--- config.mk ---
export PLATFORM = sky130hd
export DESIGN_NAME = soc_ctrl_regs_flat
export DESIGN_NICKNAME = d
export VERILOG_FILES = /design/src/rtl/island_pkg.sv /design/src/rtl/island_bus_if.sv /design/src/rtl/soc_ctrl_regs.sv /design/src/flat_wrapper.sv
export VERILOG_INCLUDE_DIRS = /design/src /design/src/include
export SDC_FILE = /design/constraint.sdc
export NUM_CORES = 1
export LEC_CHECK = 0
export BUFFER_PORTS_ARGS = -buffer_cell sky130_fd_sc_hd__buf_4
export CAP_MARGIN = 20
export CORE_ASPECT_RATIO = 2
export CORE_MARGIN = 2
export CORE_UTILIZATION = 42
export CTS_CLUSTER_SIZE = 10
export DETAILED_ROUTE_END_ITERATION = 8
export GPL_TIMING_DRIVEN = 1
export PLACE_DENSITY = 0.89
export SLEW_MARGIN = 30
export SYNTH_ARGS = -nofsm -noshare
export SYNTH_HDL_FRONTEND = slang
export SYNTH_SLANG_ARGS = --single-unit
--- constraint.sdc ---
create_clock -name clk_i -period 2 [get_ports clk_i]
set_input_delay 0.3 -clock clk_i [delete_from_list [all_inputs] [get_ports clk_i]]
set_output_delay 0.3 -clock clk_i [all_outputs]
set_load 0.01 [all_outputs]
--- src/include/island_macros.svh ---
// Safety island constants
// Address map, bus widths and reset values shared by the design

`ifndef ISL_MACROS_SVH
`define ISL_MACROS_SVH

// ------------------------------------------------------------
// Widths
// ------------------------------------------------------------
`define ISL_ADDR_W 32
`define ISL_DATA_W 32
`define ISL_ECC_W 39
`define ISL_MEM_WORDS 1024

// ------------------------------------------------------------
// Address map
// ------------------------------------------------------------
`define ISL_MEM_BASE 32'h0000_0000
`define ISL_PERIPH_BASE 32'h0002_0000

// Peripheral slots, 256 bytes each
`define ISL_SOC_CTRL_IDX 2'd0
`define ISL_ECC_MGR_IDX 2'd1
`define ISL_TIMER_IDX 2'd2

`define ISL_ERR_RDATA 32'hBADC_AB1E
`define ISL_BOOT_ADDR_DEFAULT (`ISL_PERIPH_BASE + 32'h80)

`endif

--- src/rtl/island_pkg.sv ---
// Safety island types
// Boot mode encoding, address views and the SECDED codeword

`include "island_macros.svh"

package island_pkg;

  typedef enum logic [1:0] {
    BOOT_JTAG      = 2'd0,
    BOOT_SPI       = 2'd1,
    BOOT_PRELOADED = 2'd2
  } bootmode_e;

  // Same bus address, seen by the memory or by a peripheral slot
  typedef union packed {
    struct packed {
      logic [19:0] region;
      logic [9:0]  word;
      logic [1:0]  byte_off;
    } mem_view;
    struct packed {
      logic [21:0] region;
      logic [1:0]  slot;
      logic [5:0]  reg_idx;
      logic [1:0]  byte_off;
    } periph_view;
  } island_addr_u;

  // chk[5:0] Hamming checks, chk[6] overall parity
  typedef struct packed {
    logic [`ISL_ECC_W-`ISL_DATA_W-1:0] chk;
    logic [`ISL_DATA_W-1:0]            data;
  } ecc_word_t;

endpackage

--- src/rtl/island_bus_if.sv ---
// APB link between the decoder and one subordinate

`include "island_macros.svh"

interface island_bus_if;

  logic                      psel;
  logic                      penable;
  logic                      pwrite;
  island_pkg::island_addr_u  paddr;
  logic [`ISL_DATA_W-1:0]    pwdata;
  logic [`ISL_DATA_W-1:0]    prdata;
  logic                      pready;
  logic                      pslverr;

  modport mgr (
    output psel, penable, pwrite, paddr, pwdata,
    input  prdata, pready, pslverr
  );

  modport sub (
    input  psel, penable, pwrite, paddr, pwdata,
    output prdata, pready, pslverr
  );

endinterface

--- src/rtl/soc_ctrl_regs.sv ---
// SoC control registers
// Boot address, fetch enable and the boot mode captured after reset

`include "island_macros.svh"

module soc_ctrl_regs (
  input  logic                    clk_i,
  input  logic                    rst_ni,
  island_bus_if.sub               bus_i,
  input  island_pkg::bootmode_e   bootmode_i,
  input  logic                    fetch_enable_i,
  output logic                    fetch_enable_o,
  output logic [`ISL_ADDR_W-1:0]  boot_addr_o
);

  logic [`ISL_ADDR_W-1:0] boot_addr_q;
  island_pkg::bootmode_e  bootmode_q;
  logic                   fetchen_q;
  logic                   first_q;
  logic [5:0]             idx;
  logic                   wr_acc;

  assign idx    = bus_i.paddr.periph_view.reg_idx;
  assign wr_acc = bus_i.psel && bus_i.penable && bus_i.pwrite;

  always_ff @(posedge clk_i or negedge rst_ni) begin
    if (!rst_ni) begin
      first_q     <= 1'b1;
      boot_addr_q <= `ISL_BOOT_ADDR_DEFAULT;
      bootmode_q  <= island_pkg::BOOT_JTAG;
      fetchen_q   <= 1'b0;
    end else begin
      first_q <= 1'b0;
      // Sample the pins once, in the first cycle out of reset
      if (first_q) begin
        bootmode_q <= bootmode_i;
        fetchen_q  <= bootmode_i == island_pkg::BOOT_JTAG;
      end else if (wr_acc && idx == 6'd1) begin
        fetchen_q <= bus_i.pwdata[0];
      end
      if (wr_acc && idx == 6'd0) begin
        boot_addr_q <= bus_i.pwdata;
      end
    end
  end

  always_comb begin
    case (idx)
      6'd0:    bus_i.prdata = boot_addr_q;
      6'd1:    bus_i.prdata = {{(`ISL_DATA_W-1){1'b0}}, fetchen_q};
      6'd2:    bus_i.prdata = {{(`ISL_DATA_W-2){1'b0}}, bootmode_q};
      default: bus_i.prdata = '0;
    endcase
  end

  assign bus_i.pready   = 1'b1;
  assign bus_i.pslverr  = 1'b0;
  assign fetch_enable_o = fetchen_q || fetch_enable_i;
  assign boot_addr_o    = boot_addr_q;

endmodule

--- src/flat_wrapper.sv ---
// flat-port wrapper written by rule: the top's interface ports become plain ports
module soc_ctrl_regs_flat 
  (clk_i, rst_ni, bootmode_i, fetch_enable_i, fetch_enable_o, boot_addr_o, bus_i_psel, bus_i_penable, bus_i_pwrite, bus_i_paddr, bus_i_pwdata, bus_i_prdata, bus_i_pready, bus_i_pslverr);
  island_bus_if bus_i_i ();
  input  logic clk_i;
  input  logic rst_ni;
  input  island_pkg::bootmode_e bootmode_i;
  input  logic fetch_enable_i;
  output logic fetch_enable_o;
  output logic [`ISL_ADDR_W-1:0] boot_addr_o;
  input wire logic [$bits(bus_i_i.psel)-1:0] bus_i_psel;
  input wire logic [$bits(bus_i_i.penable)-1:0] bus_i_penable;
  input wire logic [$bits(bus_i_i.pwrite)-1:0] bus_i_pwrite;
  input wire logic [$bits(bus_i_i.paddr)-1:0] bus_i_paddr;
  input wire logic [$bits(bus_i_i.pwdata)-1:0] bus_i_pwdata;
  output wire logic [$bits(bus_i_i.prdata)-1:0] bus_i_prdata;
  output wire logic [$bits(bus_i_i.pready)-1:0] bus_i_pready;
  output wire logic [$bits(bus_i_i.pslverr)-1:0] bus_i_pslverr;
  assign bus_i_i.psel = bus_i_psel;
  assign bus_i_i.penable = bus_i_penable;
  assign bus_i_i.pwrite = bus_i_pwrite;
  assign bus_i_i.paddr = bus_i_paddr;
  assign bus_i_i.pwdata = bus_i_pwdata;
  assign bus_i_prdata = bus_i_i.prdata;
  assign bus_i_pready = bus_i_i.pready;
  assign bus_i_pslverr = bus_i_i.pslverr;
  soc_ctrl_regs u_core (.clk_i(clk_i), .rst_ni(rst_ni), .bus_i(bus_i_i), .bootmode_i(bootmode_i), .fetch_enable_i(fetch_enable_i), .fetch_enable_o(fetch_enable_o), .boot_addr_o(boot_addr_o));
endmodule
==> results.md <==
| Quantity | This run |
|---|---|
| Result of the run | finished, final reports clean |
| Switching power as a share of total power | 23.6% |
| Worst flop-to-flop path startpoint | u_core.first_q$_DFF_PN1_ |
| Min-delay src | bus_i_pwdata[23] |
| H-tree levels | 2 |
| Distinct cells, synth | 24 |
| Maximum Capacitance Violations | 0 |
| Detailed-route DRC error count | 0 |
| Largest voltage drop on the vdd net | 0.402 mV |
| Final HPWL from detailed placement | 3.65 mm |
| Highest clock frequency the design can meet | 595 MHz |
| Placed instance area | 2680 um^2 |
| EDFF count, synth | 0 |
| Clock-pin slew on the worst setup and hold paths | 0.07 ns |
| Sort of element at the start of the critical path | input pin |
| Growth of design area from synthesis to finish | 53.3% |
| Share of cells above drive strength 1 | 66.9% |
| Leak pwr | 1.66 nW |
| Area share of the leading cell type in the synthesized netlist | 45.7% |
| Buffers added on ports | 110 |
| Async set or reset register ratio after synthesis | 100% |
| Finish-stage setup viols | 0 |
| CP arrival | 1.38 ns |
| Count of boundary I/O pins | 139 |
| Net count, final | 316 |
| RSZ-0062 raised after global routing | false |
| Worst setup EP type | output port |
| Combinational fraction of design power | 16.2% |
| Share of synthesized area occupied by flip-flops and latches | 50.1% |
| Finished Core Util | 67.1% |
| DIE AREA | 4870 um^2 |
| Req. time, crit path | 1.70 ns |
| Part of the total power dissipated in sequential elements | 52.4% |
| Place WS | 0.297 ns |
| Final hold viol count | 0 |
| Final RePlAce weighted congestion | 0.781 |
| Critical Path Start | bus_i_paddr[7] |
| Top cells by area, synth | dfrtp_1, mux2_4, and3_1, dfstp_2, mux2_2 |
| Effective utilization at floorplan | 43.8% |
| Fin Setup TNS | 0 ns |
| Final routed wire length divided by cell count | 15.8 um |
| Vias in the first global route | 1547 |
| Net switching power | 0.000360 W |
| Chip height | 96.8 um |
| Cell Int Power | 0.00117 W |
| Minimum clock period after layout | 1.68 ns |
| Cell type with the largest total area after synthesis | dfrtp_1 |
| Post-synthesis sequential element count | 36 |
| Type of the worst setup path | input pin to output port |
| Post-route clock skew | 0.000601 ns |
| Synthesized area per cell | 13.9 um^2 |
| Min-Delay Path Class | input pin to register |
| Antenna Diode Count | 0 |
| Number of synthesis warnings | 0 |
| CTS Sinks | 36 |
| Synth Instances | 130 |
| TritonCTS clock tree | done |
| Number of antenna violations at the first check in global routing | 0 |
| Core Box Area | 4130 um^2 |
| First-pass GRT wire length | 7.59 mm |
| Worst Setup Slack, final | 0.319 ns |
| Final number of max-transition violations | 0 |
| Final WL | 4.69 mm |
| Highest-count cells in the layout ignoring fill and taps | buf_4, dfrtp_1, and3_1 |
| Non-Filler Cell Area, Final | 2770 um^2 |
| Die extent in x | 50.4 um |
| Most common cell after layout, fill and taps aside | buf_4 |
| Final Cycle Share | 84.1% |
| Clock power share | 31.5% |
| Std cell rows | 33 |
| Number of nets with antenna violations after routing | 0 |
| Overall fraction of global-route tracks in use | 20.3% |
| Pin count of the biggest net entering global routing | 37 |
| Global-route congestion overflow total | 0 |
| Root Driver | clkbuf_8 |
| Post-Synthesis Cell Area | 1810 um^2 |
| Largest fanout on the critical path | 22 |
| Overall via count from detail_route | 1486 |
| Number of buffers between clock root and the deepest sink | 2 |
| First-pass DRT Iterations | 4 |
| Vias per inst | 5.00 |
| Most used flip-flop cell after synthesis | dfrtp_1 |
| CTS Buf Count | 5 |
| Initial drt markers | 20 |
| Worst-Skew Late Latency | 0.28 ns |
| Power density over cell area | 551 nW/um^2 |
[registers in the layout, summed over array words and instances, names as in the netlist]
| signal | cells |
|---|---|
| u_core.boot_addr_o | 32 |
| u_core.fetchen_q | 1 |
| u_core.bootmode_q | 2 |
| u_core.first_q | 1 |
[synth_stat cells, types with 2 or more instances]
cell type,number
dfstp_2,3
buf_4,2
mux2_4,30
mux2_2,4
mux2i_1,2
conb_1,2
and3_1,31
buf_6,3
clkbuf_1,6
dfrtp_1,33
[final timing paths]
check                                                     endpoint  cells after the start  slack, ns
min in group asynchronous        u_core.boot_addr_o[1]$_DFFE_PN0P_                      2       0.53
worst max register to register    u_core.bootmode_q[1]$_DFFE_PN0P_                      1       0.97
max in group asynchronous        u_core.boot_addr_o[7]$_DFFE_PN1P_                      2       1.11
worst min-delay path            u_core.boot_addr_o[23]$_DFFE_PN0P_                      2       0.25
worst min register to register    u_core.bootmode_q[0]$_DFFE_PN0P_                      1       0.52
worst max-delay path                              bus_i_prdata[12]                      5       0.32
[stage by stage]
stage	power, W	hold WS, ns	std cells
after floorplan	0.000900	0.00441	131
after global placement	0.00105	0.278	288
after detailed placement	0.00106	0.278	288
after CTS	0.00155	0.240	297
after global routing	0.00160	0.237	297
final	0.00153	0.250	297
[cell families (layout without fill, tap and decap cells)]
| logic type | count (synthesis) | count (layout) | share of synthesized area, % |
|---|---|---|---|
| flops | 36 | 36 | 50.1 |
| simple gates | 39 | 39 | 14.8 |
| compound gates | 5 | 5 | 2.08 |
| buf+inv | 12 | 126 | 4.15 |
| mux | 36 | 36 | 28.5 |
| other cells | 2 | 3 | 0.416 |
[power by group through the flow]
stage | combinational (W) | sequential [W] | clock [W]
after global routing | 0.000266 | 0.000804 | 0.000530
after detailed placement | 0.000247 | 0.000812 | 0
after CTS | 0.000250 | 0.000799 | 0.000499
after global placement | 0.000240 | 0.000809 | 0
final | 0.000247 | 0.000799 | 0.000480
after floorplan | 0.0000804 | 0.000819 | 0
[final cells by class]
class	instances	area, um^2
clock buffer	7	76.3
clock inverter	1	5.00
fill	337	1360
inverter	1	3.75
multi-input combinational	83	833
sequential	36	905
tap	52	65.1
timing repair buffer	117	881
[timing repair]
item                                   CTS  global route
endpoints found under the hold margin   33             0
setup buffers                            0             0
hold buffers                             1             0
gates resized for setup                  0             0
[worst max-delay path, cell delays in order]
cell and delay (ns):
buf_4 0.12, nor4_4 0.35, buf_4 0.29, and3_1 0.20, buf_4 0.12
[per-layer routing]
metal	up-vias	wire length, um	global-route usage [%]
li1	690	-	-
met1	713	1630	22.4
met2	70	2670	35.7
met3	13	255	4.01
met4	0	136	9.56
met5	-	0	0
Power figures use the tool's default switching activity.
