--- src/include/island_macros.svh ---
// Safety island constants
// Address map, bus widths and reset values shared by the design

`ifndef ISL_MACROS_SVH
`define ISL_MACROS_SVH

// ------------------------------------------------------------
// Widths
// ------------------------------------------------------------
`define ISL_ADDR_W 32
`define ISL_DATA_W 32
`define ISL_ECC_W 39
`define ISL_MEM_WORDS 1024

// ------------------------------------------------------------
// Address map
// ------------------------------------------------------------
`define ISL_MEM_BASE 32'h0000_0000
`define ISL_PERIPH_BASE 32'h0002_0000

// Peripheral slots, 256 bytes each
`define ISL_SOC_CTRL_IDX 2'd0
`define ISL_ECC_MGR_IDX 2'd1
`define ISL_TIMER_IDX 2'd2

`define ISL_ERR_RDATA 32'hBADC_AB1E
`define ISL_BOOT_ADDR_DEFAULT (`ISL_PERIPH_BASE + 32'h80)

`endif

--- src/rtl/island_pkg.sv ---
// Safety island types
// Boot mode encoding, address views and the SECDED codeword

`include "island_macros.svh"

package island_pkg;

  typedef enum logic [1:0] {
    BOOT_JTAG      = 2'd0,
    BOOT_SPI       = 2'd1,
    BOOT_PRELOADED = 2'd2
  } bootmode_e;

  // Same bus address, seen by the memory or by a peripheral slot
  typedef union packed {
    struct packed {
      logic [19:0] region;
      logic [9:0]  word;
      logic [1:0]  byte_off;
    } mem_view;
    struct packed {
      logic [21:0] region;
      logic [1:0]  slot;
      logic [5:0]  reg_idx;
      logic [1:0]  byte_off;
    } periph_view;
  } island_addr_u;

  // chk[5:0] Hamming checks, chk[6] overall parity
  typedef struct packed {
    logic [`ISL_ECC_W-`ISL_DATA_W-1:0] chk;
    logic [`ISL_DATA_W-1:0]            data;
  } ecc_word_t;

endpackage

--- src/rtl/island_bus_if.sv ---
// APB link between the decoder and one subordinate

`include "island_macros.svh"

interface island_bus_if;

  logic                      psel;
  logic                      penable;
  logic                      pwrite;
  island_pkg::island_addr_u  paddr;
  logic [`ISL_DATA_W-1:0]    pwdata;
  logic [`ISL_DATA_W-1:0]    prdata;
  logic                      pready;
  logic                      pslverr;

  modport mgr (
    output psel, penable, pwrite, paddr, pwdata,
    input  prdata, pready, pslverr
  );

  modport sub (
    input  psel, penable, pwrite, paddr, pwdata,
    output prdata, pready, pslverr
  );

endinterface

--- src/rtl/apb_timer.sv ---
// Compare timer
// Counts while enabled, wraps on compare match and latches a
// pending interrupt until software clears it

`include "island_macros.svh"

module apb_timer (
  input  logic      clk_i,
  input  logic      rst_ni,
  island_bus_if.sub bus_i,
  output logic      irq_o
);

  logic [`ISL_DATA_W-1:0] count_q, cmp_q;
  logic                   enable_q;
  logic                   pending_q;
  logic [5:0]             idx;
  logic                   wr_acc;

  assign idx    = bus_i.paddr.periph_view.reg_idx;
  assign wr_acc = bus_i.psel && bus_i.penable && bus_i.pwrite;

  always_ff @(posedge clk_i or negedge rst_ni) begin
    if (!rst_ni) begin
      enable_q  <= 1'b0;
      count_q   <= '0;
      cmp_q     <= '0;
      pending_q <= 1'b0;
    end else begin
      if (wr_acc && idx == 6'd0) begin
        enable_q <= bus_i.pwdata[0];
      end
      if (wr_acc && idx == 6'd2) begin
        cmp_q <= bus_i.pwdata;
      end

      // Bus writes take priority over counting
      if (wr_acc && idx == 6'd0 && bus_i.pwdata[1]) begin
        count_q <= '0;
      end else if (wr_acc && idx == 6'd1) begin
        count_q <= bus_i.pwdata;
      end else if (enable_q) begin
        count_q <= (count_q == cmp_q) ? '0 : count_q + 1'b1;
      end

      if (wr_acc && idx == 6'd3) begin
        pending_q <= 1'b0;
      end else if (enable_q && count_q == cmp_q) begin
        pending_q <= 1'b1;
      end
    end
  end

  always_comb begin
    case (idx)
      6'd0:    bus_i.prdata = {{(`ISL_DATA_W-1){1'b0}}, enable_q};
      6'd1:    bus_i.prdata = count_q;
      6'd2:    bus_i.prdata = cmp_q;
      6'd3:    bus_i.prdata = {{(`ISL_DATA_W-1){1'b0}}, pending_q};
      default: bus_i.prdata = '0;
    endcase
  end

  assign bus_i.pready  = 1'b1;
  assign bus_i.pslverr = 1'b0;
  assign irq_o         = pending_q;

endmodule

--- src/flat_wrapper.sv ---
// flat-port wrapper written by rule: the top's interface ports become plain ports
module apb_timer_flat 
  (clk_i, rst_ni, irq_o, bus_i_psel, bus_i_penable, bus_i_pwrite, bus_i_paddr, bus_i_pwdata, bus_i_prdata, bus_i_pready, bus_i_pslverr);
  island_bus_if bus_i_i ();
  input  logic clk_i;
  input  logic rst_ni;
  output logic irq_o;
  input wire logic [$bits(bus_i_i.psel)-1:0] bus_i_psel;
  input wire logic [$bits(bus_i_i.penable)-1:0] bus_i_penable;
  input wire logic [$bits(bus_i_i.pwrite)-1:0] bus_i_pwrite;
  input wire logic [$bits(bus_i_i.paddr)-1:0] bus_i_paddr;
  input wire logic [$bits(bus_i_i.pwdata)-1:0] bus_i_pwdata;
  output wire logic [$bits(bus_i_i.prdata)-1:0] bus_i_prdata;
  output wire logic [$bits(bus_i_i.pready)-1:0] bus_i_pready;
  output wire logic [$bits(bus_i_i.pslverr)-1:0] bus_i_pslverr;
  assign bus_i_i.psel = bus_i_psel;
  assign bus_i_i.penable = bus_i_penable;
  assign bus_i_i.pwrite = bus_i_pwrite;
  assign bus_i_i.paddr = bus_i_paddr;
  assign bus_i_i.pwdata = bus_i_pwdata;
  assign bus_i_prdata = bus_i_i.prdata;
  assign bus_i_pready = bus_i_i.pready;
  assign bus_i_pslverr = bus_i_i.pslverr;
  apb_timer u_core (.clk_i(clk_i), .rst_ni(rst_ni), .bus_i(bus_i_i), .irq_o(irq_o));
endmodule
--- config.mk ---
export PLATFORM = sky130hd
export DESIGN_NAME = apb_timer_flat
export DESIGN_NICKNAME = d
export VERILOG_FILES = /design/src/rtl/island_pkg.sv /design/src/rtl/island_bus_if.sv /design/src/rtl/apb_timer.sv /design/src/flat_wrapper.sv
export VERILOG_INCLUDE_DIRS = /design/src /design/src/include
export SDC_FILE = /design/constraint.sdc
export NUM_CORES = 1
export LEC_CHECK = 0
export BUFFER_PORTS_ARGS = -buffer_cell sky130_fd_sc_hd__buf_2
export CAP_MARGIN = 0
export CORE_MARGIN = 1
export CORE_UTILIZATION = 25
export DETAILED_ROUTE_END_ITERATION = 16
export PLACE_DENSITY = 0.42
export RECOVER_POWER = 100
export SYNTH_ARGS = -nofsm -noshare
export SYNTH_HDL_FRONTEND = slang
export SYNTH_SLANG_ARGS = --single-unit
--- constraint.sdc ---
create_clock -name clk_i -period 3.2 [get_ports clk_i]
set_clock_uncertainty 0.1 [all_clocks]
set_input_delay 0.64 -clock clk_i [delete_from_list [all_inputs] [get_ports clk_i]]
set_output_delay 0.64 -clock clk_i [all_outputs]
set_load 0.05 [all_outputs]
==> summary.md <==
| Metric | Value |
|---|---|
| Result of the run | finished, violations left |
| Violations in the final reports | capacitance limit, slew limit |
| Max Cap Viol | 1 |
| Share of flip-flops with an asynchronous set or reset | 1.00 |
| Top-area cell type share of the netlist area | 0.386 |
| Warnings, synthesis | 0 |
| Fraction of final layout cells with drive strength greater than 1 | 0.282 |
| Worst min-delay path category | register to register |
| Cell with the biggest individual delay on the critical path | sky130_fd_sc_hd__nor4_2 |
| Worst rel slew slack | -0.348 |
| Skew-Pair Late Insertion Delay | 0.35 ns |
| Proportion of total power due to net switching | 0.303 |
| Number of vias after detailed routing | roughly 3700 |
| Cells taking the most area after synthesis | sky130_fd_sc_hd__dfrtp_1 (39%), sky130_fd_sc_hd__xnor2_1 (7.2%), sky130_fd_sc_hd__a22o_1 (6.3%), sky130_fd_sc_hd__mux2_2 (6.3%), sky130_fd_sc_hd__a221o_1 (3.5%) |
| Category of the critical setup timing path | input pin to output port |
| Net switching power | between 700 and 800 uW |
| Post-synth cell types | between 50 and 60 |
| Filler cell count | ~1700 |
| H-tree level count | 3 |
| Clock tree from TritonCTS | yes |
| Area of the die | around 0.018 mm^2 |
| Average cell area after synthesis | between 9 and 10 um^2 |
| Number of iterations in the first detailed-routing pass | 5 |
| Iteration-0 DRC Markers | 182 |
| DRT Wirelength | about 14000 um |
| Core Box Area | roughly 0.017 mm^2 |
| Finish-stage setup viols | 0 |
| Measured slew at the worst slew-check pin | approximately 2 ns |
| Count of endpoints failing hold in the final timing report | 0 |
| Req. time, crit path | around 2.5 ns |
| Combinational Power Share | 0.162 |
| Seq/Total Area, Yosys | 0.386 |
| Worst setup SP type | input pin |
| Die span in x | 133 um |
| Number of top-level pins | 104 |
| Vias in the first global route | around 3700 |
| Register share of total power | 0.437 |
| Clock tree root driver cell | sky130_fd_sc_hd__clkbuf_16 |
| Cts hold-fix bufs | 0 |
| Average routed wire per standard cell | approximately 19 um |
| Total Neg Setup Slack | 0 ns |
| Detailed Place HPWL | ~9700 um |
| Count of pins over their slew limit | 36 |
| Die Y | about 130 um |
| Register bit count reported by yosys | 66 |
| Inserted Clock Buffers | 9 |
| Area grow syn2layout | 18.9% |
| Kind of end point of the critical path | output port |
| Period minus WS final | 2.94 ns |
| Largest stage delay, worst path | between 0.3 and 0.4 ns |
| Pwr per Cell Area | between 400 and 500 mW/mm^2 |
| Vias per Instance | 5.11 |
| Wire length of the first global-routing pass | about 22000 um |
| Library cell occupying the most area in the post-synthesis netlist | sky130_fd_sc_hd__dfrtp_1 |
| Final nets | between 500 and 600 |
| Placer Congestion | ~0.8 |
| Leakage | between 2 and 2.5 nW |
| Initial antenna violation count | 0 |
| Clk buf depth | 2 |
| Count of instances resized after the clock tree is built | 0 |
| Share of the cycle needed by the critical path after routing | 0.919 |
| Clock slew seen by the registers of the worst setup and hold paths | approximately 0.050 ns |
| Num rows | 47 |
| Setup repair after global routing missed its margin | false |
| Starting density of the core | 0.257 |
| CP bufs+invs | 3 |
| Total congestion overflow after global routing | 0 |
| Post-synth net total | between 500 and 600 |
| Cell count after synthesis | roughly 440 |
| Global-route usage over all layers | 0.164 |
| Count of input and output buffers | 75 |
| Diodes inserted | 0 |
| Worst-path maximum fanout | 17 |
| Power Internal | between 1.5 and 2 mW |
| Count of flip-flops with a built-in enable after synthesis | 0 |
| Remaining DRCs | 0 |
| Share of power burned in the clock network | 0.402 |
| Top Family by Delay on Critical Path | buffers and inverters |
| Cell-by-cell trace of the critical path | clkbuf_1, nor4_2, nand2_1, nor2_2, buf_4, a22o_1, clkbuf_2 |
| Number of clock sinks seen by CTS | 66 |
| Maximum number of pins on one net before global-route repair | 40 |
| Highest Clock Rate | 340 MHz |
| Hold slack | ~0.44 ns |
| Most common flop cell mapped by yosys | sky130_fd_sc_hd__dfrtp_1 |
| Post-detailed-route count of antenna-violating nets | 0 |
| Buffers inserted by post-CTS timing repair | 0 |
| Netlist area before placement | about 0.0043 mm^2 |
| VDD IR-drop max | 0.000259 V |
| Arrival @ worst endpoint | ~2.2 ns |
==> state kept, by name, indices dropped and copies added (netlist names) <==
register         count
u_core.count_q      32
u_core.enable_q      1
u_core.irq_o         1
u_core.cmp_q        32
==> cell usage in the layout, fill, tap and decap left out, types with 2 or more instances in the layout <==
cell	count
sky130_fd_sc_hd__xor2_1	2
sky130_fd_sc_hd__or2_0	4
sky130_fd_sc_hd__or3_1	8
sky130_fd_sc_hd__xnor2_1	35
sky130_fd_sc_hd__buf_4	10
sky130_fd_sc_hd__nand4_1	18
sky130_fd_sc_hd__or2_2	4
sky130_fd_sc_hd__a22o_1	31
sky130_fd_sc_hd__inv_1	4
sky130_fd_sc_hd__mux2_2	24
sky130_fd_sc_hd__nand2b_1	8
sky130_fd_sc_hd__a221o_1	15
sky130_fd_sc_hd__a21boi_0	7
sky130_fd_sc_hd__nor4_1	3
sky130_fd_sc_hd__and4_1	2
sky130_fd_sc_hd__dfrtp_1	66
sky130_fd_sc_hd__and3_1	2
sky130_fd_sc_hd__nor4_2	4
sky130_fd_sc_hd__clkinv_2	2
sky130_fd_sc_hd__a21oi_1	10
sky130_fd_sc_hd__clkbuf_16	9
sky130_fd_sc_hd__a22oi_1	15
sky130_fd_sc_hd__a21oi_2	2
sky130_fd_sc_hd__o21ai_0	16
sky130_fd_sc_hd__and2_1	2
sky130_fd_sc_hd__clkbuf_1	10
sky130_fd_sc_hd__mux2_1	9
sky130_fd_sc_hd__nor2_1	13
sky130_fd_sc_hd__nor3_1	7
sky130_fd_sc_hd__nor2_2	2
sky130_fd_sc_hd__clkbuf_2	29
sky130_fd_sc_hd__conb_1	2
sky130_fd_sc_hd__a21o_1	3
sky130_fd_sc_hd__buf_2	44
sky130_fd_sc_hd__nand3_1	16
sky130_fd_sc_hd__nand2_1	30
sky130_fd_sc_hd__a211oi_1	8
==> layer usage <==
metal / up-vias / GRT usage / share of wire
met2: 95 / 0.250 / 0.44
met4: 0 / 0.0734 / 0.027
li1: 1729 / - / -
met5: - / 0 / 0
met1: 1814 / 0.221 / 0.47
met3: 22 / 0.0356 / 0.053
==> power groups by stage <==
stage | sequential, mW | clock [mW] | combinational [mW]
floorplan | 0.986 | 0 | 0.352
global placement | 1.07 | 0 | 0.407
detailed placement | 1.08 | 0 | 0.412
CTS | 1.06 | 1.01 | 0.414
global route | 1.08 | 1.04 | 0.442
finish | 1.07 | 0.982 | 0.396
==> per-stage QoR <==
| step | util | cell area [um^2] | setup WS (ns) | instances | total power, mW |
|---|---|---|---|---|---|
| finish | 0.306 | 5090 | 0.260 | 716 | 2.44 |
| CTS | 0.310 | 5150 | 0.140 | 716 | 2.49 |
| global placement | 0.293 | 4870 | 0.141 | 700 | 1.48 |
| global route | 0.306 | 5090 | 0.0833 | 716 | 2.56 |
| floorplan | - | 4280 | 0.373 | 435 | 1.34 |
| detailed placement | 0.293 | 4870 | 0.140 | 700 | 1.49 |
==> final timing paths <==
path                       slack, ns  cells after the start                end               from
min                             0.44                      1   u_core.cmp_q[19]   u_core.cmp_q[19]
min in group asynchronous       0.77                      1  u_core.count_q[2]             rst_ni
max reg2reg                     0.46                      7  u_core.count_q[5]  u_core.count_q[4]
min reg2reg                     0.44                      1   u_core.cmp_q[19]   u_core.cmp_q[19]
max                             0.26                      7    bus_i_prdata[8]     bus_i_paddr[7]
max in group asynchronous       0.68                      2   u_core.cmp_q[21]             rst_ni
==> cell usage after synthesis (5+ instances only) <==
master                     instances
sky130_fd_sc_hd__nor3_1            7
sky130_fd_sc_hd__o21ai_1           5
sky130_fd_sc_hd__nand2_1          30
sky130_fd_sc_hd__a21boi_1          7
sky130_fd_sc_hd__a22oi_1          15
sky130_fd_sc_hd__mux2_2           24
sky130_fd_sc_hd__a22o_1           31
sky130_fd_sc_hd__or3_1             8
sky130_fd_sc_hd__a21oi_1           9
sky130_fd_sc_hd__a211oi_1          8
sky130_fd_sc_hd__o21ai_0          11
sky130_fd_sc_hd__nand4_1          18
sky130_fd_sc_hd__xnor2_1          35
sky130_fd_sc_hd__mux2_1            9
sky130_fd_sc_hd__nor2_1           16
sky130_fd_sc_hd__nand2b_1          8
sky130_fd_sc_hd__buf_4             6
sky130_fd_sc_hd__a221o_1          15
sky130_fd_sc_hd__clkbuf_1         18
sky130_fd_sc_hd__buf_2            18
sky130_fd_sc_hd__nand3_1          16
sky130_fd_sc_hd__dfrtp_1          66
==> cells by family after synthesis <==
| group | count (synthesis) | synth area share |
|---|---|---|
| DFF | 66 | 0.386 |
| other | 2 | 0.00175 |
| and+or+nand+nor | 134 | 0.184 |
| adders and majority gates | 1 | 0.00292 |
| buffers and inverters | 49 | 0.0569 |
| muxes | 34 | 0.0920 |
| xor gates and xnor gates | 37 | 0.0756 |
| AOI/OAI and AO/OA | 112 | 0.201 |
==> final cells by class <==
class / count / area, um^2 / area share
clock buffer: 13 / 240 / 0.0472
clock inverter: 3 / 40.0 / 0.00786
inverter: 4 / 15.0 / 0.00295
multi-input combinational: 320 / 2390 / 0.469
sequential: 66 / 1650 / 0.324
tap: 220 / 275 / 0.0540
timing repair buffer: 90 / 483 / 0.0948
Note: power is estimated with default switching activity, not from simulation.
