`src/include/island_macros.svh`:
```
// Safety island constants
// Address map, bus widths and reset values shared by the design

`ifndef ISL_MACROS_SVH
`define ISL_MACROS_SVH

// ------------------------------------------------------------
// Widths
// ------------------------------------------------------------
`define ISL_ADDR_W 32
`define ISL_DATA_W 32
`define ISL_ECC_W 39
`define ISL_MEM_WORDS 1024

// ------------------------------------------------------------
// Address map
// ------------------------------------------------------------
`define ISL_MEM_BASE 32'h0000_0000
`define ISL_PERIPH_BASE 32'h0002_0000

// Peripheral slots, 256 bytes each
`define ISL_SOC_CTRL_IDX 2'd0
`define ISL_ECC_MGR_IDX 2'd1
`define ISL_TIMER_IDX 2'd2

`define ISL_ERR_RDATA 32'hBADC_AB1E
`define ISL_BOOT_ADDR_DEFAULT (`ISL_PERIPH_BASE + 32'h80)

`endif

```
`src/rtl/island_pkg.sv`:
```
// Safety island types
// Boot mode encoding, address views and the SECDED codeword

`include "island_macros.svh"

package island_pkg;

  typedef enum logic [1:0] {
    BOOT_JTAG      = 2'd0,
    BOOT_SPI       = 2'd1,
    BOOT_PRELOADED = 2'd2
  } bootmode_e;

  // Same bus address, seen by the memory or by a peripheral slot
  typedef union packed {
    struct packed {
      logic [19:0] region;
      logic [9:0]  word;
      logic [1:0]  byte_off;
    } mem_view;
    struct packed {
      logic [21:0] region;
      logic [1:0]  slot;
      logic [5:0]  reg_idx;
      logic [1:0]  byte_off;
    } periph_view;
  } island_addr_u;

  // chk[5:0] Hamming checks, chk[6] overall parity
  typedef struct packed {
    logic [`ISL_ECC_W-`ISL_DATA_W-1:0] chk;
    logic [`ISL_DATA_W-1:0]            data;
  } ecc_word_t;

endpackage

```
`src/rtl/island_bus_if.sv`:
```
// APB link between the decoder and one subordinate

`include "island_macros.svh"

interface island_bus_if;

  logic                      psel;
  logic                      penable;
  logic                      pwrite;
  island_pkg::island_addr_u  paddr;
  logic [`ISL_DATA_W-1:0]    pwdata;
  logic [`ISL_DATA_W-1:0]    prdata;
  logic                      pready;
  logic                      pslverr;

  modport mgr (
    output psel, penable, pwrite, paddr, pwdata,
    input  prdata, pready, pslverr
  );

  modport sub (
    input  psel, penable, pwrite, paddr, pwdata,
    output prdata, pready, pslverr
  );

endinterface

```
`src/rtl/ecc_manager.sv`:
```
// ECC manager
// Saturating error counters and the fault injection mask

`include "island_macros.svh"

module ecc_manager (
  input  logic                  clk_i,
  input  logic                  rst_ni,
  island_bus_if.sub             bus_i,
  input  logic                  single_err_i,
  input  logic                  double_err_i,
  input  logic                  inject_used_i,
  output logic [`ISL_ECC_W-1:0] inject_mask_o
);

  logic [`ISL_DATA_W-1:0] corr_q, unc_q;
  island_pkg::ecc_word_t  mask_q;
  logic [5:0]             idx;
  logic                   wr_acc;

  assign idx    = bus_i.paddr.periph_view.reg_idx;
  assign wr_acc = bus_i.psel && bus_i.penable && bus_i.pwrite;

  always_ff @(posedge clk_i or negedge rst_ni) begin
    if (!rst_ni) begin
      corr_q <= '0;
      unc_q  <= '0;
      mask_q <= '0;
    end else begin
      if (wr_acc && idx == 6'd0) begin
        corr_q <= '0;
      end else if (single_err_i && corr_q != '1) begin
        corr_q <= corr_q + 1'b1;
      end
      if (wr_acc && idx == 6'd1) begin
        unc_q <= '0;
      end else if (double_err_i && unc_q != '1) begin
        unc_q <= unc_q + 1'b1;
      end
      // Mask is one-shot, gone once a write has used it
      if (inject_used_i) begin
        mask_q <= '0;
      end else if (wr_acc && idx == 6'd2) begin
        mask_q.data <= bus_i.pwdata;
      end else if (wr_acc && idx == 6'd3) begin
        mask_q.chk <= bus_i.pwdata[`ISL_ECC_W-`ISL_DATA_W-1:0];
      end
    end
  end

  always_comb begin
    case (idx)
      6'd0:    bus_i.prdata = corr_q;
      6'd1:    bus_i.prdata = unc_q;
      6'd2:    bus_i.prdata = mask_q.data;
      6'd3:    bus_i.prdata = {{(2*`ISL_DATA_W-`ISL_ECC_W){1'b0}}, mask_q.chk};
      default: bus_i.prdata = '0;
    endcase
  end

  assign bus_i.pready  = 1'b1;
  assign bus_i.pslverr = 1'b0;
  assign inject_mask_o = mask_q;

endmodule

```
`src/flat_wrapper.sv`:
```
// flat-port wrapper written by rule: the top's interface ports become plain ports
module ecc_manager_flat 
  (clk_i, rst_ni, single_err_i, double_err_i, inject_used_i, inject_mask_o, bus_i_psel, bus_i_penable, bus_i_pwrite, bus_i_paddr, bus_i_pwdata, bus_i_prdata, bus_i_pready, bus_i_pslverr);
  island_bus_if bus_i_i ();
  input  logic clk_i;
  input  logic rst_ni;
  input  logic single_err_i;
  input  logic double_err_i;
  input  logic inject_used_i;
  output logic [`ISL_ECC_W-1:0] inject_mask_o;
  input wire logic [$bits(bus_i_i.psel)-1:0] bus_i_psel;
  input wire logic [$bits(bus_i_i.penable)-1:0] bus_i_penable;
  input wire logic [$bits(bus_i_i.pwrite)-1:0] bus_i_pwrite;
  input wire logic [$bits(bus_i_i.paddr)-1:0] bus_i_paddr;
  input wire logic [$bits(bus_i_i.pwdata)-1:0] bus_i_pwdata;
  output wire logic [$bits(bus_i_i.prdata)-1:0] bus_i_prdata;
  output wire logic [$bits(bus_i_i.pready)-1:0] bus_i_pready;
  output wire logic [$bits(bus_i_i.pslverr)-1:0] bus_i_pslverr;
  assign bus_i_i.psel = bus_i_psel;
  assign bus_i_i.penable = bus_i_penable;
  assign bus_i_i.pwrite = bus_i_pwrite;
  assign bus_i_i.paddr = bus_i_paddr;
  assign bus_i_i.pwdata = bus_i_pwdata;
  assign bus_i_prdata = bus_i_i.prdata;
  assign bus_i_pready = bus_i_i.pready;
  assign bus_i_pslverr = bus_i_i.pslverr;
  ecc_manager u_core (.clk_i(clk_i), .rst_ni(rst_ni), .bus_i(bus_i_i), .single_err_i(single_err_i), .double_err_i(double_err_i), .inject_used_i(inject_used_i), .inject_mask_o(inject_mask_o));
endmodule
```
`config.mk`:
```
export PLATFORM = sky130hd
export DESIGN_NAME = ecc_manager_flat
export DESIGN_NICKNAME = d
export VERILOG_FILES = /design/src/rtl/island_pkg.sv /design/src/rtl/island_bus_if.sv /design/src/rtl/ecc_manager.sv /design/src/flat_wrapper.sv
export VERILOG_INCLUDE_DIRS = /design/src /design/src/include
export SDC_FILE = /design/constraint.sdc
export NUM_CORES = 1
export LEC_CHECK = 0
export BUFFER_PORTS_ARGS = -buffer_cell sky130_fd_sc_hd__buf_2
export CAP_MARGIN = 30
export CORE_MARGIN = 5
export CORE_UTILIZATION = 40
export DETAILED_ROUTE_END_ITERATION = 12
export GPL_TIMING_DRIVEN = 0
export PLACE_DENSITY = 0.63
export SYNTH_ARGS = -nofsm -noshare
export SYNTH_HDL_FRONTEND = slang
export SYNTH_SLANG_ARGS = --single-unit
export TNS_END_PERCENT = 30
```
`constraint.sdc`:
```
create_clock -name clk_i -period 2.55 [get_ports clk_i]
set_input_delay 0.255 -clock clk_i [delete_from_list [all_inputs] [get_ports clk_i]]
set_output_delay 0.255 -clock clk_i [all_outputs]
set_load 0.01 [all_outputs]
```
==> results.toml, run 1 <==
[layout]
diodes = 0
final_cell_mix = "124 x buf_2, 103 x dfrtp_1, 55 x nand2_1, 54 x a21oi_1, 39 x a22o_1"
final_util_pct = 49.3
drive_above_1_share_pct = 22.9
syn_to_final_growth_pct = 20.0
stdcell_area_um2 = 6900
fin_cells = 919
final_nets = 809
layout_commonest_cell = "buf_2"

[sta]
fin_crit_sh_pct = 95.1
setup_viol = 0
hold_violations = 0
drv_slew = 0
setup-tns-final_ns = 0
max_slew_margin_pct = 36.8
setup_ws_ns = 0.126
finalHoldWorstSlack_ns = 0.117
min_period_ns = 2.42
clock.fmax_mhz = 413
skew_ns = 0.00661
rsz0062_at_grt = "no"
worstMarginPinSlew_ns = 0.940

[min_path]
min_from = "bus_i_pwdata[17]"
min_to = "u_core.inject_mask_o[17]"
hold_depth = 2
hp-class = "input pin to flop"

[global_route]
grt_max_degree = 61
grt-ovfl-total = 0
grt_pass1_vias = 5447
grtUsageTotal_pct = 22.3
grt_pass1_wl_mm = 29.4
antenna_found_initial = 1

[cts]
cts_made_buffers = 9
path_clk_slew_ns = 0.07
cts_tree = "yes"
cts_buffer_depth = 2
numClockSinks = 103
clockRootBuffer = "clkbuf_16"
h-tree-depth = 3
clk_latency_ns = 0.35

[synthesis]
synth_top_area_share_pct = 44.9
avgSynthCellArea_um2 = 9.45
synth_ff_type = "dfrtp_1"
syn_inst = 608
ys_types = 59
syn_area_um2 = 5750
syn_nets = 682
synth_seq_area_share_pct = 44.9
yosys.area.top_type = "dfrtp_1"
synth_area_leaders = "dfrtp_1 45%, a22o_1 5.9%, a21oi_1 4.7%"
synth-seq-cells = 103
synth_edf_count = 0
ys_warn_count = 0
synth_async_sr_flop_share_pct = 100

[drt]
viasPerCell = 6.03
vias = 5538
drc = 0
wl_mm = 18.5
first_pass_iters = 5
drt_iter0_drc = 545
ant_nets = 0
wl_per_cell_um = 20.1

[floorplan]
chipHeight_um = 130
die_area_um2 = 16900
chipWidth_um = 130
core-area_um2 = 14000
start_util_pct = 41.1
fp-row-count = 43
pin_count = 145

[placed_design]
placed_cells = 904
place_area_um2 = 6580
place_congestion = 0.876
place_hpwl_mm = 14.1
dpl_worst_slack_ns = -0.227
port_buffers = 115

[power_and_ir_drop]
p_per_area_nw_per_um2 = 558
leakage_nw = 3.08
ir_drop_mv = 0.310
p_total_mw = 3.85

[worst_setup_path]
r2r_cells = 8
critPathKind = "input pin to output pin"
start_kind = "input pin"
cp_max_fo = 10
rrSetupSlack_ns = 0.27
endpoint_kind = "output pin"
cp.arrival_ns = 2.17
r2r-end = "u_core.unc_q[6]"
cp.required_ns = 2.30
r2r-start = "u_core.unc_q[16]"

[run]
maxCapViolCount = 0

[outcome]
run_status = "completed"
[kinds of logic (layout without fill, tap and decap cells)]
kind of cell	after synthesis	count (layout)	synth area share [%]
simple gates	214	214	19.9
compound gates	188	188	23.0
flops	103	103	44.9
buf+inv	54	185	4.40
xor+xnor	29	29	4.42
mux	16	16	2.81
fa+ha+maj	2	2	0.435
other cells	2	2	0.131
[how the worst max path moves through the flow]
stage	startpoint	end	slack, ns	depth (start not counted)
floorplan	u_core.unc_q[16]	u_core.unc_q[31]	0.53	8
global placement	bus_i_paddr[7]	bus_i_prdata[16]	-0.19	7
detailed placement	bus_i_paddr[7]	bus_i_prdata[18]	-0.23	7
CTS	bus_i_paddr[2]	bus_i_prdata[29]	0.0003	6
global route	bus_i_paddr[7]	bus_i_prdata[18]	0.0003	7
finish	bus_i_paddr[7]	bus_i_prdata[18]	0.13	7
[cells in the mapped netlist (2+ instances only)]
master and n:
a211oi_1 6, or2_2 2, a221oi_1 25, and4_1 9
nor2_1 39, o211ai_1 3, nor3_2 2, or4_1 8
buf_2 10, a31oi_1 9, o311ai_0 3, and3_1 8
and4_2 2, nand3_1 23, conb_1 2, nand2_1 55
a21oi_1 54, nor4_1 2, or3_1 20, buf_4 2
nand4_1 19, a22o_1 39, inv_1 8, dfrtp_1 103
ha_1 2, o21ai_0 23, o31ai_1 3, xnor2_1 27
mux2i_1 15, a2111oi_0 7, and2_1 3, nand3_2 2
nor3_1 9, o22ai_1 7, clkbuf_1 29, xor2_1 2
buf_6 4
[timing repair]
item,CTS,global route
hold buffers,1,0
setup endpoints to repair,25,25
buffers inserted,0,0
gates resized for setup,2,11
hold endpoints to repair,43,0
[power by group]
part           switching, mW  total, mW  internal [mW]
Clock                  0.616       1.43          0.815
Combinational          0.289      0.506          0.217
Sequential             0.175       1.91           1.73
[flip-flops by register name, summed over array words and instances (netlist names)]
| register | cells |
|---|---|
| u_core.inject_mask_o | 39 |
| u_core.unc_q | 32 |
| u_core.corr_q | 32 |
[routing by layer]
metal / routed length [um] / GRT usage (%) / up-vias
met4: 388 / 6.91 / 2
met2: 8360 / 35.5 / 227
met5: 8 / 0 / -
met3: 1320 / 4.71 / 28
met1: 8390 / 30.7 / 2721
li1: - / - / 2560
[layout make-up]
type                    count  area, um2
inverters                   8       30.0
fillers                  1340       7090
clock buffers              13        260
clock inverters             2       38.8
flip-flops and latches    103       2580
well taps                 180        225
repair buffers            117        616
plain buffers              45        226
multi-input cells         451       2920
[worst max-delay path, cell delays in order]
cell      delay, ns
buf_2          0.11
or4_1          0.57
nor2_2         0.34
clkbuf_2       0.33
a221oi_1       0.18
a21oi_1        0.22
buf_2          0.17
Power figures use the tool's default switching activity.
==> inputs of run 2 (changes only) <==
Settings changed: ABC_AREA from default to 1, PLACE_DENSITY 0.63 to 0.62.
==> run 2 against run 1 <==
Area after synthesis increased by 14%. Cell area up 12%. Routed wire length increased by 23%. Combinational power up 3%. Total power fell by 1.7%. Sequential share of layout area fell by 4.1 points. Die area grew 13%. Count of clock-buffer cells in the layout is 1 lower. Final cell count rose by 45%. Global-route usage up 1.2 points. Clock power about the same.
==> results.toml, run 2 <==
[outcome]
run_status = "completed"

[worst_setup_path]
critPathKind = "input pin to output pin"
cp_max_fo = 10
start_kind = "input pin"
rrSetupSlack_ns = 0.48
r2r-start = "u_core.corr_q[1]"
cp-startpoint = "bus_i_paddr[6]"
endpoint_kind = "output pin"
cp.required_ns = 2.30
cp.arrival_ns = 2.07

[layout]
final_nets = 1188
layout_commonest_cell = "nand2_1"
largest_reg_flops = 39
fillCellCount = 1706
fin_cells = 1336
syn_to_final_growth_pct = 18.3
final_cell_mix = "379 x nand2_1, 129 x nor2_1, 126 x buf_2, 103 x dfrtp_1, 91 x nand3_1"
drive_above_1_share_pct = 16.4

[global_route]
grt_max_degree = 70
grtUsageTotal_pct = 23.5
grt-ovfl-total = 0
grt_pass1_vias = 6358
grt_pass1_wl_mm = 35.8
antenna_found_initial = 1

[synthesis]
ys_warn_count = 0
syn_nets = 1059
synth_most_common_cell = "nand2_1"
synth_common_cells = "379 x nand2_1, 129 x nor2_1, 103 x dfrtp_1, 91 x nand3_1, 81 x inv_1"
synth_ff_type = "dfrtp_1"
synth-seq-cells = 103
ys_types = 34
yosys.area.top_type = "dfrtp_1"
synth_seq_area_share_pct = 39.3
synth_edf_count = 0
synth_async_sr_flop_share_pct = 100
syn_inst = 985
synth_top_area_share_pct = 39.3
synth_area_leaders = "dfrtp_1 39%, nand2_1 22%, nor2_1 7.4%"
avgSynthCellArea_um2 = 6.65
syn_area_um2 = 6550

[sta]
hold_violations = 0
fin_crit_sh_pct = 91.1
drv_slew = 0
rsz0062_at_grt = "no"
setup_viol = 0
skew_ns = 0.00623
clock.fmax_mhz = 431
min_period_ns = 2.32
worstMarginPinSlew_ns = 0.620
finalHoldWorstSlack_ns = 0.119
max_slew_margin_pct = 58.7

[cts]
h-tree-depth = 3
clk_latency_ns = 0.36
post-cts-setup-buffers = 0
clockRootBuffer = "clkbuf_16"
numClockSinks = 103
cts_tree = "yes"
cts_made_buffers = 9
cts_buffer_depth = 2
path_clk_slew_ns = 0.08
ctsResizeCount = 0

[drt]
drt_iter0_drc = 564
viasPerCell = 5.17
drc = 0
ant_nets = 0
wl_per_cell_um = 17.0
wl_mm = 22.7
first_pass_iters = 5
vias = 6907

[min_path]
min_from = "bus_i_pwdata[22]"
hp-class = "input pin to flop"

[floorplan]
start_util_pct = 41.0
fp-row-count = 46
core-area_um2 = 16000
pin_count = 145
chipWidth_um = 138
die_area_um2 = 19000
chipHeight_um = 138

[run]
maxCapViolCount = 0

[placed_design]
place_hpwl_mm = 17.8
port_buffers = 116
place_congestion = 0.925
placed_cells = 1318

[power_and_ir_drop]
p_per_area_nw_per_um2 = 488
ir_drop_mv = 0.317
leakage_nw = 3.96
## run 2: changes by cell type after synthesis, moves of 17 or more
cell and delta:
nand3_1 +68, o21ai_1 +17, inv_1 +73, a221oi_1 -25, nand2_1 +324, a22o_1 -39
xnor2_1 -25, a21oi_1 -31, nor2_1 +90, or3_1 -20
## run 2: logic make-up after synthesis
group	count (synthesis)	synth area share, %
fa+ha+maj	2	0.382
buf+inv	120	7.60
simple gates	637	40.6
compound gates	106	9.95
flops	103	39.3
other cells	2	0.115
xor+xnor	15	2.00
## run 2: what timing repair did
item	in CTS	in global routing
endpoints found under the hold margin	34	0
endpoints found under the setup margin	0	0
hold buffers	1	0
## run 2: metal layers
layer | global-route usage (%) | wire length [um] | vias up
li1 | - | - | 3400
met1 | 31.8 | 10000 | 3233
met2 | 37.8 | 10600 | 222
met3 | 3.97 | 1230 | 52
met4 | 9.20 | 787 | 0
met5 | 0 | 0 | -
## run 2: power breakdown
part / switching, mW / internal, mW
clock network: 0.671 / 0.756
logic: 0.343 / 0.177
registers: 0.111 / 1.72
total: 1.13 / 2.66
## run 2: critical path, stage by stage
cell and delay, ns:
buf_2 0.11, nor2_1 0.23, nand3_1 0.34, clkinv_1 0.30
buf_1 0.36, nand2_1 0.10, o211ai_1 0.17, buf_2 0.20
## run 2: final cells by class
class                           count  area, um2  share of cell area [%]
Multi-Input combinational cell    762       3480                    44.9
Sequential cell                   103       2580                    33.3
Timing Repair Buffer              118        621                    8.01
Inverter                           88        330                    4.26
Tap cell                          216        270                    3.49
Clock buffer                       12        267                    3.44
Buffer                             32        168                    2.16
Clock inverter                      4       36.3                   0.468
Antenna cell                        1       2.50                  0.0323
## run 2: metrics by stage
| step | setup slack [ns] | TNS (ns) | utilization, % | area (um2) | power [mW] |
|---|---|---|---|---|---|
| 2_1_floorplan | 0.903 | 0 | - | 6550 | 2.16 |
| 3_3_place_gp | -0.0540 | -4.52 | 46.3 | 7400 | 2.36 |
| 3_5_place_dp | 0.262 | 0 | 46.5 | 7430 | 2.38 |
| 4_1_cts | 0.259 | 0 | 48.4 | 7750 | 3.81 |
| 5_1_grt | 0.0131 | 0 | 48.4 | 7750 | 3.95 |
| 6_report | 0.228 | 0 | 48.4 | 7750 | 3.78 |
## run 2: final timing paths
| path | end | depth (start not counted) |
|---|---|---|
| max | bus_i_prdata[12] | 8 |
| min | u_core.inject_mask_o[22] | 3 |
| max reg2reg | u_core.corr_q[11] | 10 |
| min reg2reg | u_core.inject_mask_o[11] | 2 |
| max in group asynchronous | u_core.corr_q[26] | 3 |
| min in group asynchronous | u_core.inject_mask_o[32] | 2 |
